===== src/hw/vdp_pkg.sv =====
// ----------------------------------------------------------
// VDP shared definitions
// Frame constants, register map, bus types and signal groups
// ----------------------------------------------------------

package vdp_pkg;

  // ----------------------------------------------------------
  // Vector types
  // ----------------------------------------------------------
  typedef logic [7:0] vdp_byte_t;
  typedef logic [8:0] dot_cnt_t;
  typedef logic [8:0] line_cnt_t;
  typedef logic [5:0] reg_num_t;
  typedef logic [3:0] status_sel_t;
  typedef logic [1:0] port_addr_t;

  // ----------------------------------------------------------
  // Frame geometry
  // ----------------------------------------------------------
  localparam dot_cnt_t  DOTS_PER_LINE    = 9'd342;
  // Horizontal blank starts at this dot
  localparam dot_cnt_t  ACTIVE_DOTS      = 9'd256;
  localparam line_cnt_t LINES_NTSC       = 9'd262;
  localparam line_cnt_t LINES_PAL        = 9'd313;
  localparam line_cnt_t ACTIVE_LINES_192 = 9'd192;
  localparam line_cnt_t ACTIVE_LINES_212 = 9'd212;

  // Kept control registers
  localparam reg_num_t REG_MODE0      = 6'd0;
  localparam reg_num_t REG_MODE1      = 6'd1;
  localparam reg_num_t REG_MODE9      = 6'd9;
  localparam reg_num_t REG_STATUS_PTR = 6'd15;
  localparam reg_num_t REG_INT_LINE   = 6'd19;

  // Control register bits
  localparam int R0_IE1_BIT = 4;
  localparam int R1_IE0_BIT = 5;
  localparam int R9_LN_BIT  = 7;
  localparam int R9_NT_BIT  = 1;

  // Status register bits
  localparam int S0_F_BIT  = 7;
  localparam int S1_FH_BIT = 0;
  localparam int S2_VR_BIT = 6;
  localparam int S2_HR_BIT = 5;

  // ----------------------------------------------------------
  // Signal groups
  // ----------------------------------------------------------
  typedef struct packed {
    logic      line_int_en;
    logic      vblank_int_en;
    logic      pal_mode;
    logic      lines_212;
    vdp_byte_t int_line;
  } vdp_ctrl_t;

  typedef struct packed {
    dot_cnt_t  dot;
    line_cnt_t line;
    logic      hblank;
    logic      vblank;
  } beam_t;

  typedef struct packed {
    logic vblank_pend;
    logic line_pend;
  } int_flags_t;

  // Two-byte control port sequence
  typedef enum logic {
    PORT_FIRST,
    PORT_SECOND
  } port_state_e;

endpackage

===== src/hw/vdp_top.sv =====
// ----------------------------------------------------------
// VDP host core top level
// Joins the CPU port, beam timing and interrupt unit
// ----------------------------------------------------------

`timescale 1ns/10ps

module vdp_top
  import vdp_pkg::*;
(
  input  logic       RESET,
  input  logic       CLK21M,
  input  logic       cyc,
  input  logic       stb,
  input  logic       we,
  input  port_addr_t adr,
  input  vdp_byte_t  dat_w,
  output vdp_byte_t  dat_r,
  output logic       ack,
  output logic       int_n
);

  vdp_ctrl_t  ctrl;
  beam_t      beam;
  int_flags_t flags;
  logic       clr_vblank;
  logic       clr_line;
  logic       vblank_start;
  logic       line_match;

  // Host bus and registers
  vdp_cpu_port u_cpu_port (
    .RESET      (RESET),
    .CLK21M     (CLK21M),
    .cyc        (cyc),
    .stb        (stb),
    .we         (we),
    .adr        (adr),
    .dat_w      (dat_w),
    .beam       (beam),
    .flags      (flags),
    .dat_r      (dat_r),
    .ack        (ack),
    .ctrl       (ctrl),
    .clr_vblank (clr_vblank),
    .clr_line   (clr_line)
  );

  vdp_beam_timing u_beam_timing (
    .RESET        (RESET),
    .CLK21M       (CLK21M),
    .ctrl         (ctrl),
    .beam         (beam),
    .vblank_start (vblank_start),
    .line_match   (line_match)
  );

  vdp_interrupt u_interrupt (
    .RESET        (RESET),
    .CLK21M       (CLK21M),
    .ctrl         (ctrl),
    .vblank_start (vblank_start),
    .line_match   (line_match),
    .clr_vblank   (clr_vblank),
    .clr_line     (clr_line),
    .flags        (flags),
    .int_n        (int_n)
  );

endmodule


===== src/hw/vdp_interrupt.sv =====
// ----------------------------------------------------------
// VDP interrupt unit
// Pending flags for vertical blank and line match, masked
// onto the active-low interrupt line
// ----------------------------------------------------------

`timescale 1ns/10ps

module vdp_interrupt
  import vdp_pkg::*;
(
  input  logic       RESET,
  input  logic       CLK21M,
  input  vdp_ctrl_t  ctrl,
  input  logic       vblank_start,
  input  logic       line_match,
  input  logic       clr_vblank,
  input  logic       clr_line,
  output int_flags_t flags,
  output logic       int_n
);

  logic vblank_req;
  logic line_req;

  // ----------------------------------------------------------
  // Pending flags
  // ----------------------------------------------------------
  // An event in the same cycle as a clear keeps the flag set
  always_ff @(posedge RESET or posedge CLK21M) begin
    if (CLK21M) begin
      flags <= '0;
    end else begin
      if (vblank_start) begin
        flags.vblank_pend <= 1'b1;
      end else if (clr_vblank) begin
        flags.vblank_pend <= 1'b0;
      end

      if (line_match) begin
        flags.line_pend <= 1'b1;
      end else if (clr_line) begin
        flags.line_pend <= 1'b0;
      end
    end
  end

  // ----------------------------------------------------------
  // Interrupt output
  // ----------------------------------------------------------
  // Flags are set regardless of the enables; only the pin is masked
  assign vblank_req = flags.vblank_pend & ctrl.vblank_int_en;
  assign line_req   = flags.line_pend & ctrl.line_int_en;

  assign int_n = ~(vblank_req | line_req);

endmodule


===== src/hw/vdp_beam_timing.sv =====
// ----------------------------------------------------------
// VDP beam timing
// Dot and line counters, blanking flags and interrupt events
// ----------------------------------------------------------

`timescale 1ns/10ps

module vdp_beam_timing
  import vdp_pkg::*;
(
  input  logic      RESET,
  input  logic      CLK21M,
  input  vdp_ctrl_t ctrl,
  output beam_t     beam,
  output logic      vblank_start,
  output logic      line_match
);

  dot_cnt_t  dot_q;
  line_cnt_t line_q;
  line_cnt_t frame_lines;
  line_cnt_t active_lines;
  logic      dot_wrap;
  logic      line_wrap;

  // ----------------------------------------------------------
  // Frame format
  // ----------------------------------------------------------
  assign frame_lines  = ctrl.pal_mode ? LINES_PAL : LINES_NTSC;
  assign active_lines = ctrl.lines_212 ? ACTIVE_LINES_212 : ACTIVE_LINES_192;

  assign dot_wrap = (dot_q == DOTS_PER_LINE - 9'd1);

  // Greater-or-equal also covers a switch from PAL to NTSC
  // while the beam is past line 261
  assign line_wrap = (line_q >= frame_lines - 9'd1);

  // ----------------------------------------------------------
  // Counters
  // ----------------------------------------------------------
  always_ff @(posedge RESET or posedge CLK21M) begin
    if (CLK21M) begin
      dot_q  <= '0;
      line_q <= '0;
    end else begin
      if (dot_wrap) begin
        dot_q <= '0;
        if (line_wrap) begin
          line_q <= '0;
        end else begin
          line_q <= line_q + 9'd1;
        end
      end else begin
        dot_q <= dot_q + 9'd1;
      end
    end
  end

  // ----------------------------------------------------------
  // Beam position and blanking
  // ----------------------------------------------------------
  always_comb begin
    beam.dot    = dot_q;
    beam.line   = line_q;
    beam.hblank = (dot_q >= ACTIVE_DOTS);
    beam.vblank = (line_q >= active_lines);
  end

  // First dot of the first blanked line
  assign vblank_start = (dot_q == '0) && (line_q == active_lines);

  // Line interrupt fires at the start of horizontal blank
  assign line_match = (dot_q == ACTIVE_DOTS) && (line_q == {1'b0, ctrl.int_line});

endmodule


===== src/hw/vdp_cpu_port.sv =====
// ----------------------------------------------------------
// VDP CPU port
// Wishbone slave for the two-byte control port, control
// registers and the status read path
// ----------------------------------------------------------

`timescale 1ns/10ps

module vdp_cpu_port
  import vdp_pkg::*;
(
  input  logic       RESET,
  input  logic       CLK21M,
  input  logic       cyc,
  input  logic       stb,
  input  logic       we,
  input  port_addr_t adr,
  input  vdp_byte_t  dat_w,
  input  beam_t      beam,
  input  int_flags_t flags,
  output vdp_byte_t  dat_r,
  output logic       ack,
  output vdp_ctrl_t  ctrl,
  output logic       clr_vblank,
  output logic       clr_line
);

  port_state_e state;
  vdp_byte_t   latch_q;
  status_sel_t status_sel;
  vdp_byte_t   status_byte;
  reg_num_t    wr_num;
  logic        req;
  logic        port_hit;
  logic        first_wr;
  logic        reg_wr;
  logic        status_rd;

  // ----------------------------------------------------------
  // Bus decode
  // ----------------------------------------------------------
  // A new request is taken only while ack is low
  assign req      = cyc & stb & ~ack;
  assign port_hit = (adr == port_addr_t'(1));

  assign first_wr  = req & port_hit & we & (state == PORT_FIRST);
  assign status_rd = req & port_hit & ~we;

  // Second byte with bit 7 set selects a register write
  assign reg_wr = req & port_hit & we & (state == PORT_SECOND) & dat_w[7];
  assign wr_num = dat_w[5:0];

  // ----------------------------------------------------------
  // Port state and handshake
  // ----------------------------------------------------------
  always_ff @(posedge RESET or posedge CLK21M) begin
    if (CLK21M) begin
      ack        <= 1'b0;
      state      <= PORT_FIRST;
      clr_vblank <= 1'b0;
      clr_line   <= 1'b0;
    end else begin
      ack        <= req;
      clr_vblank <= 1'b0;
      clr_line   <= 1'b0;
      if (req && port_hit) begin
        if (we) begin
          // Second byte, register write or address setup
          if (state == PORT_FIRST) begin
            state <= PORT_SECOND;
          end else begin
            state <= PORT_FIRST;
          end
        end else begin
          state      <= PORT_FIRST;
          // Reading a status register acknowledges its flag
          clr_vblank <= (status_sel == 4'd0);
          clr_line   <= (status_sel == 4'd1);
        end
      end
    end
  end

  // First byte holds the data for the next register write
  always_ff @(posedge RESET) begin
    if (first_wr) begin
      latch_q <= dat_w;
    end
  end

  // ----------------------------------------------------------
  // Control registers
  // ----------------------------------------------------------
  always_ff @(posedge RESET or posedge CLK21M) begin
    if (CLK21M) begin
      ctrl       <= '0;
      status_sel <= '0;
    end else if (reg_wr) begin
      case (wr_num)
        REG_MODE0: begin
          ctrl.line_int_en <= latch_q[R0_IE1_BIT];
        end
        REG_MODE1: begin
          ctrl.vblank_int_en <= latch_q[R1_IE0_BIT];
        end
        REG_MODE9: begin
          ctrl.lines_212 <= latch_q[R9_LN_BIT];
          ctrl.pal_mode  <= latch_q[R9_NT_BIT];
        end
        REG_STATUS_PTR: begin
          status_sel <= latch_q[3:0];
        end
        REG_INT_LINE: begin
          ctrl.int_line <= latch_q;
        end
        default: begin
          // Register not implemented here
        end
      endcase
    end
  end

  // ----------------------------------------------------------
  // Status read mux
  // ----------------------------------------------------------
  always_comb begin
    status_byte = '0;
    case (status_sel)
      4'd0: status_byte[S0_F_BIT] = flags.vblank_pend;
      4'd1: status_byte[S1_FH_BIT] = flags.line_pend;
      4'd2: begin
        status_byte[S2_VR_BIT] = beam.vblank;
        status_byte[S2_HR_BIT] = beam.hblank;
      end
      default: status_byte = 8'hFF;
    endcase
  end

  // Read data is captured with the pre-clear flag values
  always_ff @(posedge RESET) begin
    if (req && !we) begin
      if (status_rd) begin
        dat_r <= status_byte;
      end else begin
        dat_r <= 8'hFF;
      end
    end
  end

endmodule


===== config.mk =====
export PLATFORM = sky130hd
export DESIGN_NAME = vdp_top
export DESIGN_NICKNAME = d
export VERILOG_FILES = /design/src/hw/vdp_pkg.sv /design/src/hw/vdp_top.sv /design/src/hw/vdp_interrupt.sv /design/src/hw/vdp_beam_timing.sv /design/src/hw/vdp_cpu_port.sv
export SDC_FILE = /design/constraint.sdc
export NUM_CORES = 1
export LEC_CHECK = 0
export BUFFER_PORTS_ARGS = -buffer_cell sky130_fd_sc_hd__buf_4
export CORE_MARGIN = 2
export CORE_UTILIZATION = 63
export DETAILED_ROUTE_END_ITERATION = 10
export GPL_TIMING_DRIVEN = 0
export PLACE_DENSITY = 0.91
export REMOVE_ABC_BUFFERS = 1
export SYNTH_ARGS = -nofsm -noshare
export SYNTH_HDL_FRONTEND = slang
export SYNTH_HIERARCHICAL = 1
export SYNTH_SLANG_ARGS = --single-unit
export TNS_END_PERCENT = 100

===== constraint.sdc =====
create_clock -name RESET -period 3.2 [get_ports RESET]
set_input_delay 0.32 -clock RESET [delete_from_list [all_inputs] [get_ports RESET]]
set_output_delay 0.32 -clock RESET [all_outputs]
set_load 0.05 [all_outputs]

==> flow_summary.html <==
<table>
<tr><th>Metric</th><th>Value</th></tr>
<tr><th colspan="2">Logic synthesis</th></tr>
<tr><td>Post-synthesis async set-or-reset flop share</td><td>0.755</td></tr>
<tr><td>Number of different library cells in the post-synthesis netlist</td><td>48</td></tr>
<tr><td>Leading register cell type out of synthesis</td><td>sky130_fd_sc_hd__dfrtp_1</td></tr>
<tr><td>Share of synthesized area occupied by flip-flops and latches</td><td>0.501</td></tr>
<tr><td>Post-synth EDFFs</td><td>13</td></tr>
<tr><td>Mapped Avg Cell Area</td><td>11.3 µm²</td></tr>
<tr><td>Yosys warns</td><td>6</td></tr>
<tr><td>Cell count after synthesis</td><td>246</td></tr>
<tr><td>Number of flip-flops and latches in the synthesized netlist</td><td>53</td></tr>
<tr><td>Post-Syn Area</td><td>2780 µm²</td></tr>
<tr><th colspan="2">Place</th></tr>
<tr><td>Area post-placement</td><td>2940 µm²</td></tr>
<tr><td>DP HPWL</td><td>3770 µm</td></tr>
<tr><td>Port Buf Inserts</td><td>24</td></tr>
<tr><td>Placer congestion estimate</td><td>0.849</td></tr>
<tr><th colspan="2">STA</th></tr>
<tr><td>Post-route fraction of the period consumed by the critical path</td><td>0.633</td></tr>
<tr><td>Post-route minimum period</td><td>2030 ps</td></tr>
<tr><td>Final setup fails</td><td>0</td></tr>
<tr><td>Relative slew margins</td><td>0.509</td></tr>
<tr><td>Total negative slack</td><td>0 ps</td></tr>
<tr><td>Number of max-slew violations in the final report</td><td>0</td></tr>
<tr><td>Clock tree skew after final layout</td><td>5.27 ps</td></tr>
<tr><td>Tightest Pin Transition</td><td>736 ps</td></tr>
<tr><td>Hold violation total from the final report</td><td>0</td></tr>
<tr><td>Unrepaired setup endpoints after global routing</td><td>false</td></tr>
<tr><td>Maximum clock rate</td><td>494 MHz</td></tr>
<tr><th colspan="2">Route</th></tr>
<tr><td>Routed wirelength normalized by instance count</td><td>16.5 µm</td></tr>
<tr><td>Post-route antenna net violation count</td><td>0</td></tr>
<tr><td>Post-detailed-route via-to-cell ratio</td><td>6.05</td></tr>
<tr><td>Initial DRT Pass Iterations</td><td>4</td></tr>
<tr><td>Iteration-0 DRC count of the detailed router</td><td>113</td></tr>
<tr><td>Wirelength, routed</td><td>5260 µm</td></tr>
<tr><td>Total via count in the routed design</td><td>1,929</td></tr>
<tr><td>DRC viols</td><td>0</td></tr>
<tr><th colspan="2">Power</th></tr>
<tr><td>Leakage component of the power</td><td>1.34 nW</td></tr>
<tr><td>Comb pwr share</td><td>0.054</td></tr>
<tr><td>Power density over the cells</td><td>376 nW/µm²</td></tr>
<tr><td>Share of power burned in the clock network</td><td>0.330</td></tr>
<tr><td>Internal power of the cells</td><td>0.877 mW</td></tr>
<tr><td>Net switching power</td><td>0.265 mW</td></tr>
<tr><td>Maximum vdd drop</td><td>0.415 mV</td></tr>
<tr><td>Seq pwr share</td><td>0.617</td></tr>
<tr><td>Switching power share of the total</td><td>0.232</td></tr>
<tr><th colspan="2">Critical path</th></tr>
<tr><td>Required @ worst endpoint</td><td>3150 ps</td></tr>
<tr><td>CP Buf/Inv Count</td><td>0</td></tr>
<tr><td>Slack of the worst reg-to-reg path</td><td>1170 ps</td></tr>
<tr><td>Worst Path Class, Setup</td><td>reg -&gt; reg</td></tr>
<tr><td>Crit path max-delay family</td><td>simple AND/OR/NAND/NOR gates</td></tr>
<tr><td>CP Cell Sequence</td><td>nor4_2 -&gt; nor2b_1</td></tr>
<tr><td>Worst path slowest cell</td><td>sky130_fd_sc_hd__nor2b_1</td></tr>
<tr><td>Arr. time, crit path</td><td>1980 ps</td></tr>
<tr><td>Launch point of the worst path</td><td>u_cpu_port/ack</td></tr>
<tr><td>Maximum fanout count along the critical path</td><td>9</td></tr>
<tr><td>FF-to-FF Start</td><td>u_cpu_port/ack</td></tr>
<tr><td>Critical path launch point type</td><td>flop</td></tr>
<tr><td>Capturing element type of the critical path</td><td>flop</td></tr>
<tr><td>Critical path's largest stage delay</td><td>640 ps</td></tr>
<tr><th colspan="2">Clock network</th></tr>
<tr><td>Clock tree from TritonCTS</td><td>built</td></tr>
<tr><td>Root Buffer</td><td>sky130_fd_sc_hd__clkbuf_8</td></tr>
<tr><td>Count of instances resized after the clock tree is built</td><td>0</td></tr>
<tr><td>Clk Latency, worst-skew pair</td><td>310 ps</td></tr>
<tr><td>CTS Buf Count</td><td>5</td></tr>
<tr><td>Clock-pin slew on the worst setup and hold paths</td><td>90 ps</td></tr>
<tr><td>Max Root-Sink Buffers</td><td>2</td></tr>
<tr><td>Total number of H-tree levels</td><td>2</td></tr>
<tr><td>Clock sink total</td><td>53</td></tr>
<tr><th colspan="2">Hold path</th></tr>
<tr><td>Startpoint of the worst hold path</td><td>dat_w[6]</td></tr>
<tr><td>Classification of the worst-slack hold path</td><td>in -&gt; reg</td></tr>
<tr><th colspan="2">GRT</th></tr>
<tr><td>Global-route wire length before repair</td><td>8860 µm</td></tr>
<tr><td>Pin count of the biggest net entering global routing</td><td>21</td></tr>
<tr><td>Vias in the first global route</td><td>1,916</td></tr>
<tr><td>Initial antenna violation count</td><td>0</td></tr>
<tr><td>Total congestion overflow after global routing</td><td>0</td></tr>
<tr><td>Overall track demand over capacity in global routing</td><td>0.233</td></tr>
<tr><th colspan="2">Floorplanning</th></tr>
<tr><td>Horizontal die dimension</td><td>70.4 µm</td></tr>
<tr><td>Standard-cell rows</td><td>24</td></tr>
<tr><td>Height of the die</td><td>70.4 µm</td></tr>
<tr><td>Total I/O pin count</td><td>25</td></tr>
<tr><td>Starting Density</td><td>0.647</td></tr>
<tr><td>Placeable core region</td><td>4290 µm²</td></tr>
<tr><td>Area of the die</td><td>4960 µm²</td></tr>
<tr><th colspan="2">Layout</th></tr>
<tr><td>Combined area of the multi-input logic cells</td><td>1240 µm²</td></tr>
<tr><td>NumNets Final</td><td>293</td></tr>
<tr><td>Final-layout fill cell count</td><td>288</td></tr>
<tr><td>Fraction of final layout cells with drive strength greater than 1</td><td>0.221</td></tr>
<tr><td># diodes</td><td>0</td></tr>
<tr><td>Cell area after layout</td><td>3040 µm²</td></tr>
<tr><td>Synthesis-to-layout area growth</td><td>9.41%</td></tr>
<tr><td>Register area</td><td>1390 µm²</td></tr>
<tr><th colspan="2">Run status</th></tr>
<tr><td>Outcome</td><td>finished clean</td></tr>
<tr><th colspan="2">Run</th></tr>
<tr><td>Number of violations of the max-capacitance limit</td><td>0</td></tr>
</table>
-- Yosys cell counts, types with 2 or more instances --
master                     instances  area (µm²)
sky130_fd_sc_hd__dfrtp_1          40        1000
sky130_fd_sc_hd__nand2_1          19        71.3
sky130_fd_sc_hd__nand3_1          17        85.1
sky130_fd_sc_hd__nor2_1           17        63.8
sky130_fd_sc_hd__inv_1            16        60.1
sky130_fd_sc_hd__mux2_2           16         180
sky130_fd_sc_hd__edfxtp_1         13         390
sky130_fd_sc_hd__ha_1             12         150
sky130_fd_sc_hd__xnor2_1          10        87.6
sky130_fd_sc_hd__o21ai_0           6        30.0
sky130_fd_sc_hd__xor2_1            5        43.8
sky130_fd_sc_hd__a21oi_1           4        20.0
sky130_fd_sc_hd__and2_1            4        25.0
sky130_fd_sc_hd__and3_1            4        25.0
sky130_fd_sc_hd__and4_1            4        35.0
sky130_fd_sc_hd__nor4b_1           4        35.0
sky130_fd_sc_hd__o211ai_1          4        30.0
sky130_fd_sc_hd__a21o_1            3        22.5
sky130_fd_sc_hd__buf_2             3        15.0
sky130_fd_sc_hd__buf_4             3        22.5
sky130_fd_sc_hd__buf_6             3        33.8
sky130_fd_sc_hd__nor3_1            3        15.0
sky130_fd_sc_hd__nor4_1            3        18.8
sky130_fd_sc_hd__o21ai_1           3        15.0
sky130_fd_sc_hd__and3b_1           2        17.5
sky130_fd_sc_hd__clkbuf_1          2        7.51
sky130_fd_sc_hd__nand4_1           2        12.5
sky130_fd_sc_hd__nor3b_1           2        15.0
sky130_fd_sc_hd__o211ai_2          2        25.0
sky130_fd_sc_hd__or3_1             2        12.5
-- power groups by stage --
stage	sequential [mW]	combinational [mW]	clock [mW]
4_1_cts	0.704	0.0624	0.384
6_report	0.704	0.0613	0.377
3_3_place_gp	0.718	0.0578	0
3_5_place_dp	0.718	0.0610	0
5_1_grt	0.706	0.0673	0.405
2_1_floorplan	0.729	0.0192	0
-- layout make-up --
class,instances,area share
Tap cell,52,0.0214
Multi-Input combinational cell,165,0.409
Timing Repair Buffer,25,0.0626
Clock buffer,5,0.0226
Inverter,16,0.0198
Sequential cell,53,0.458
Clock inverter,3,0.00700
-- what timing repair did --
item	in CTS	in global routing
hold endpoints to repair	2	0
setup buffers	0	0
setup endpoints to repair	0	0
hold buffers	1	0
-- sequential cells by signal (all words and copies together), names as in the netlist, 2 cells and up --
| register | cells |
|---|---|
| u_beam_timing/dot_q | 9 |
| u_cpu_port/latch_q | 8 |
| u_cpu_port/ctrl | 12 |
| u_cpu_port/status_sel | 4 |
| u_beam_timing/line_q | 9 |
| u_interrupt/flags | 2 |
| u_cpu_port/dat_r | 5 |
-- final timing paths --
check	end	depth (start not counted)
worst max register to register	u_cpu_port/latch_q[0]	2
worst min register to register	u_cpu_port/ctrl[6]	1
worst max-delay path	u_cpu_port/latch_q[0]	2
worst min-delay path	u_cpu_port/latch_q[6]	1
max in group asynchronous	u_cpu_port/status_sel[3]	3
min in group asynchronous	u_interrupt/flags[1]	3
-- layout by cell type (no fill, tap or decap), types with 2 or more instances in the layout --
master,n
sky130_fd_sc_hd__and4_1,4
sky130_fd_sc_hd__nand4_1,2
sky130_fd_sc_hd__edfxtp_1,13
sky130_fd_sc_hd__nor2_1,17
sky130_fd_sc_hd__o21ai_1,3
sky130_fd_sc_hd__a21oi_1,4
sky130_fd_sc_hd__and3_1,4
sky130_fd_sc_hd__inv_1,16
sky130_fd_sc_hd__nor4_1,3
sky130_fd_sc_hd__or3_1,2
sky130_fd_sc_hd__dfrtp_1,40
sky130_fd_sc_hd__xnor2_1,10
sky130_fd_sc_hd__o211ai_2,2
sky130_fd_sc_hd__nand2_1,19
sky130_fd_sc_hd__ha_1,12
sky130_fd_sc_hd__nor4b_1,4
sky130_fd_sc_hd__o21ai_0,6
sky130_fd_sc_hd__and2_1,4
sky130_fd_sc_hd__clkbuf_8,5
sky130_fd_sc_hd__nor3b_1,2
sky130_fd_sc_hd__a21o_1,3
sky130_fd_sc_hd__and3b_1,2
sky130_fd_sc_hd__o211ai_1,4
sky130_fd_sc_hd__nand3_1,17
sky130_fd_sc_hd__nor3_1,3
sky130_fd_sc_hd__buf_4,24
sky130_fd_sc_hd__mux2_2,16
sky130_fd_sc_hd__xor2_1,5
-- metrics by stage --
step	worst slack, ps	cells	hold slack, ps	util	total power, mW
finish	1170	319	178	0.708	1.14
global route	1000	319	169	0.708	1.18
CTS	1170	319	175	0.708	1.15
detailed placement	1220	310	201	0.685	0.779
global placement	1260	310	199	0.685	0.776
floorplan	1260	234	61.2	-	0.748
-- logic make-up (layout without fill, tap and decap cells) --
| family | count (synthesis) | count (layout) | share of synthesized area |
|---|---|---|---|
| AO/OA/AOI/OAI | 31 | 31 | 0.0937 |
| multiplexers | 16 | 16 | 0.0648 |
| flip-flops | 53 | 53 | 0.501 |
| adder cells (fa/ha/maj) | 12 | 12 | 0.0540 |
| XOR/XNOR | 15 | 15 | 0.0473 |
| buffers and inverters | 28 | 49 | 0.0518 |
| AND/OR/NAND/NOR | 91 | 91 | 0.188 |
-- layer usage --
layer	GRT usage	wire (µm)	part of all wire
met5	0	0	0
met4	0.0833	85	0.016
met3	0.0592	218	0.041
met2	0.412	2800	0.53
met1	0.271	2150	0.41
Power figures use the tool's default switching activity.
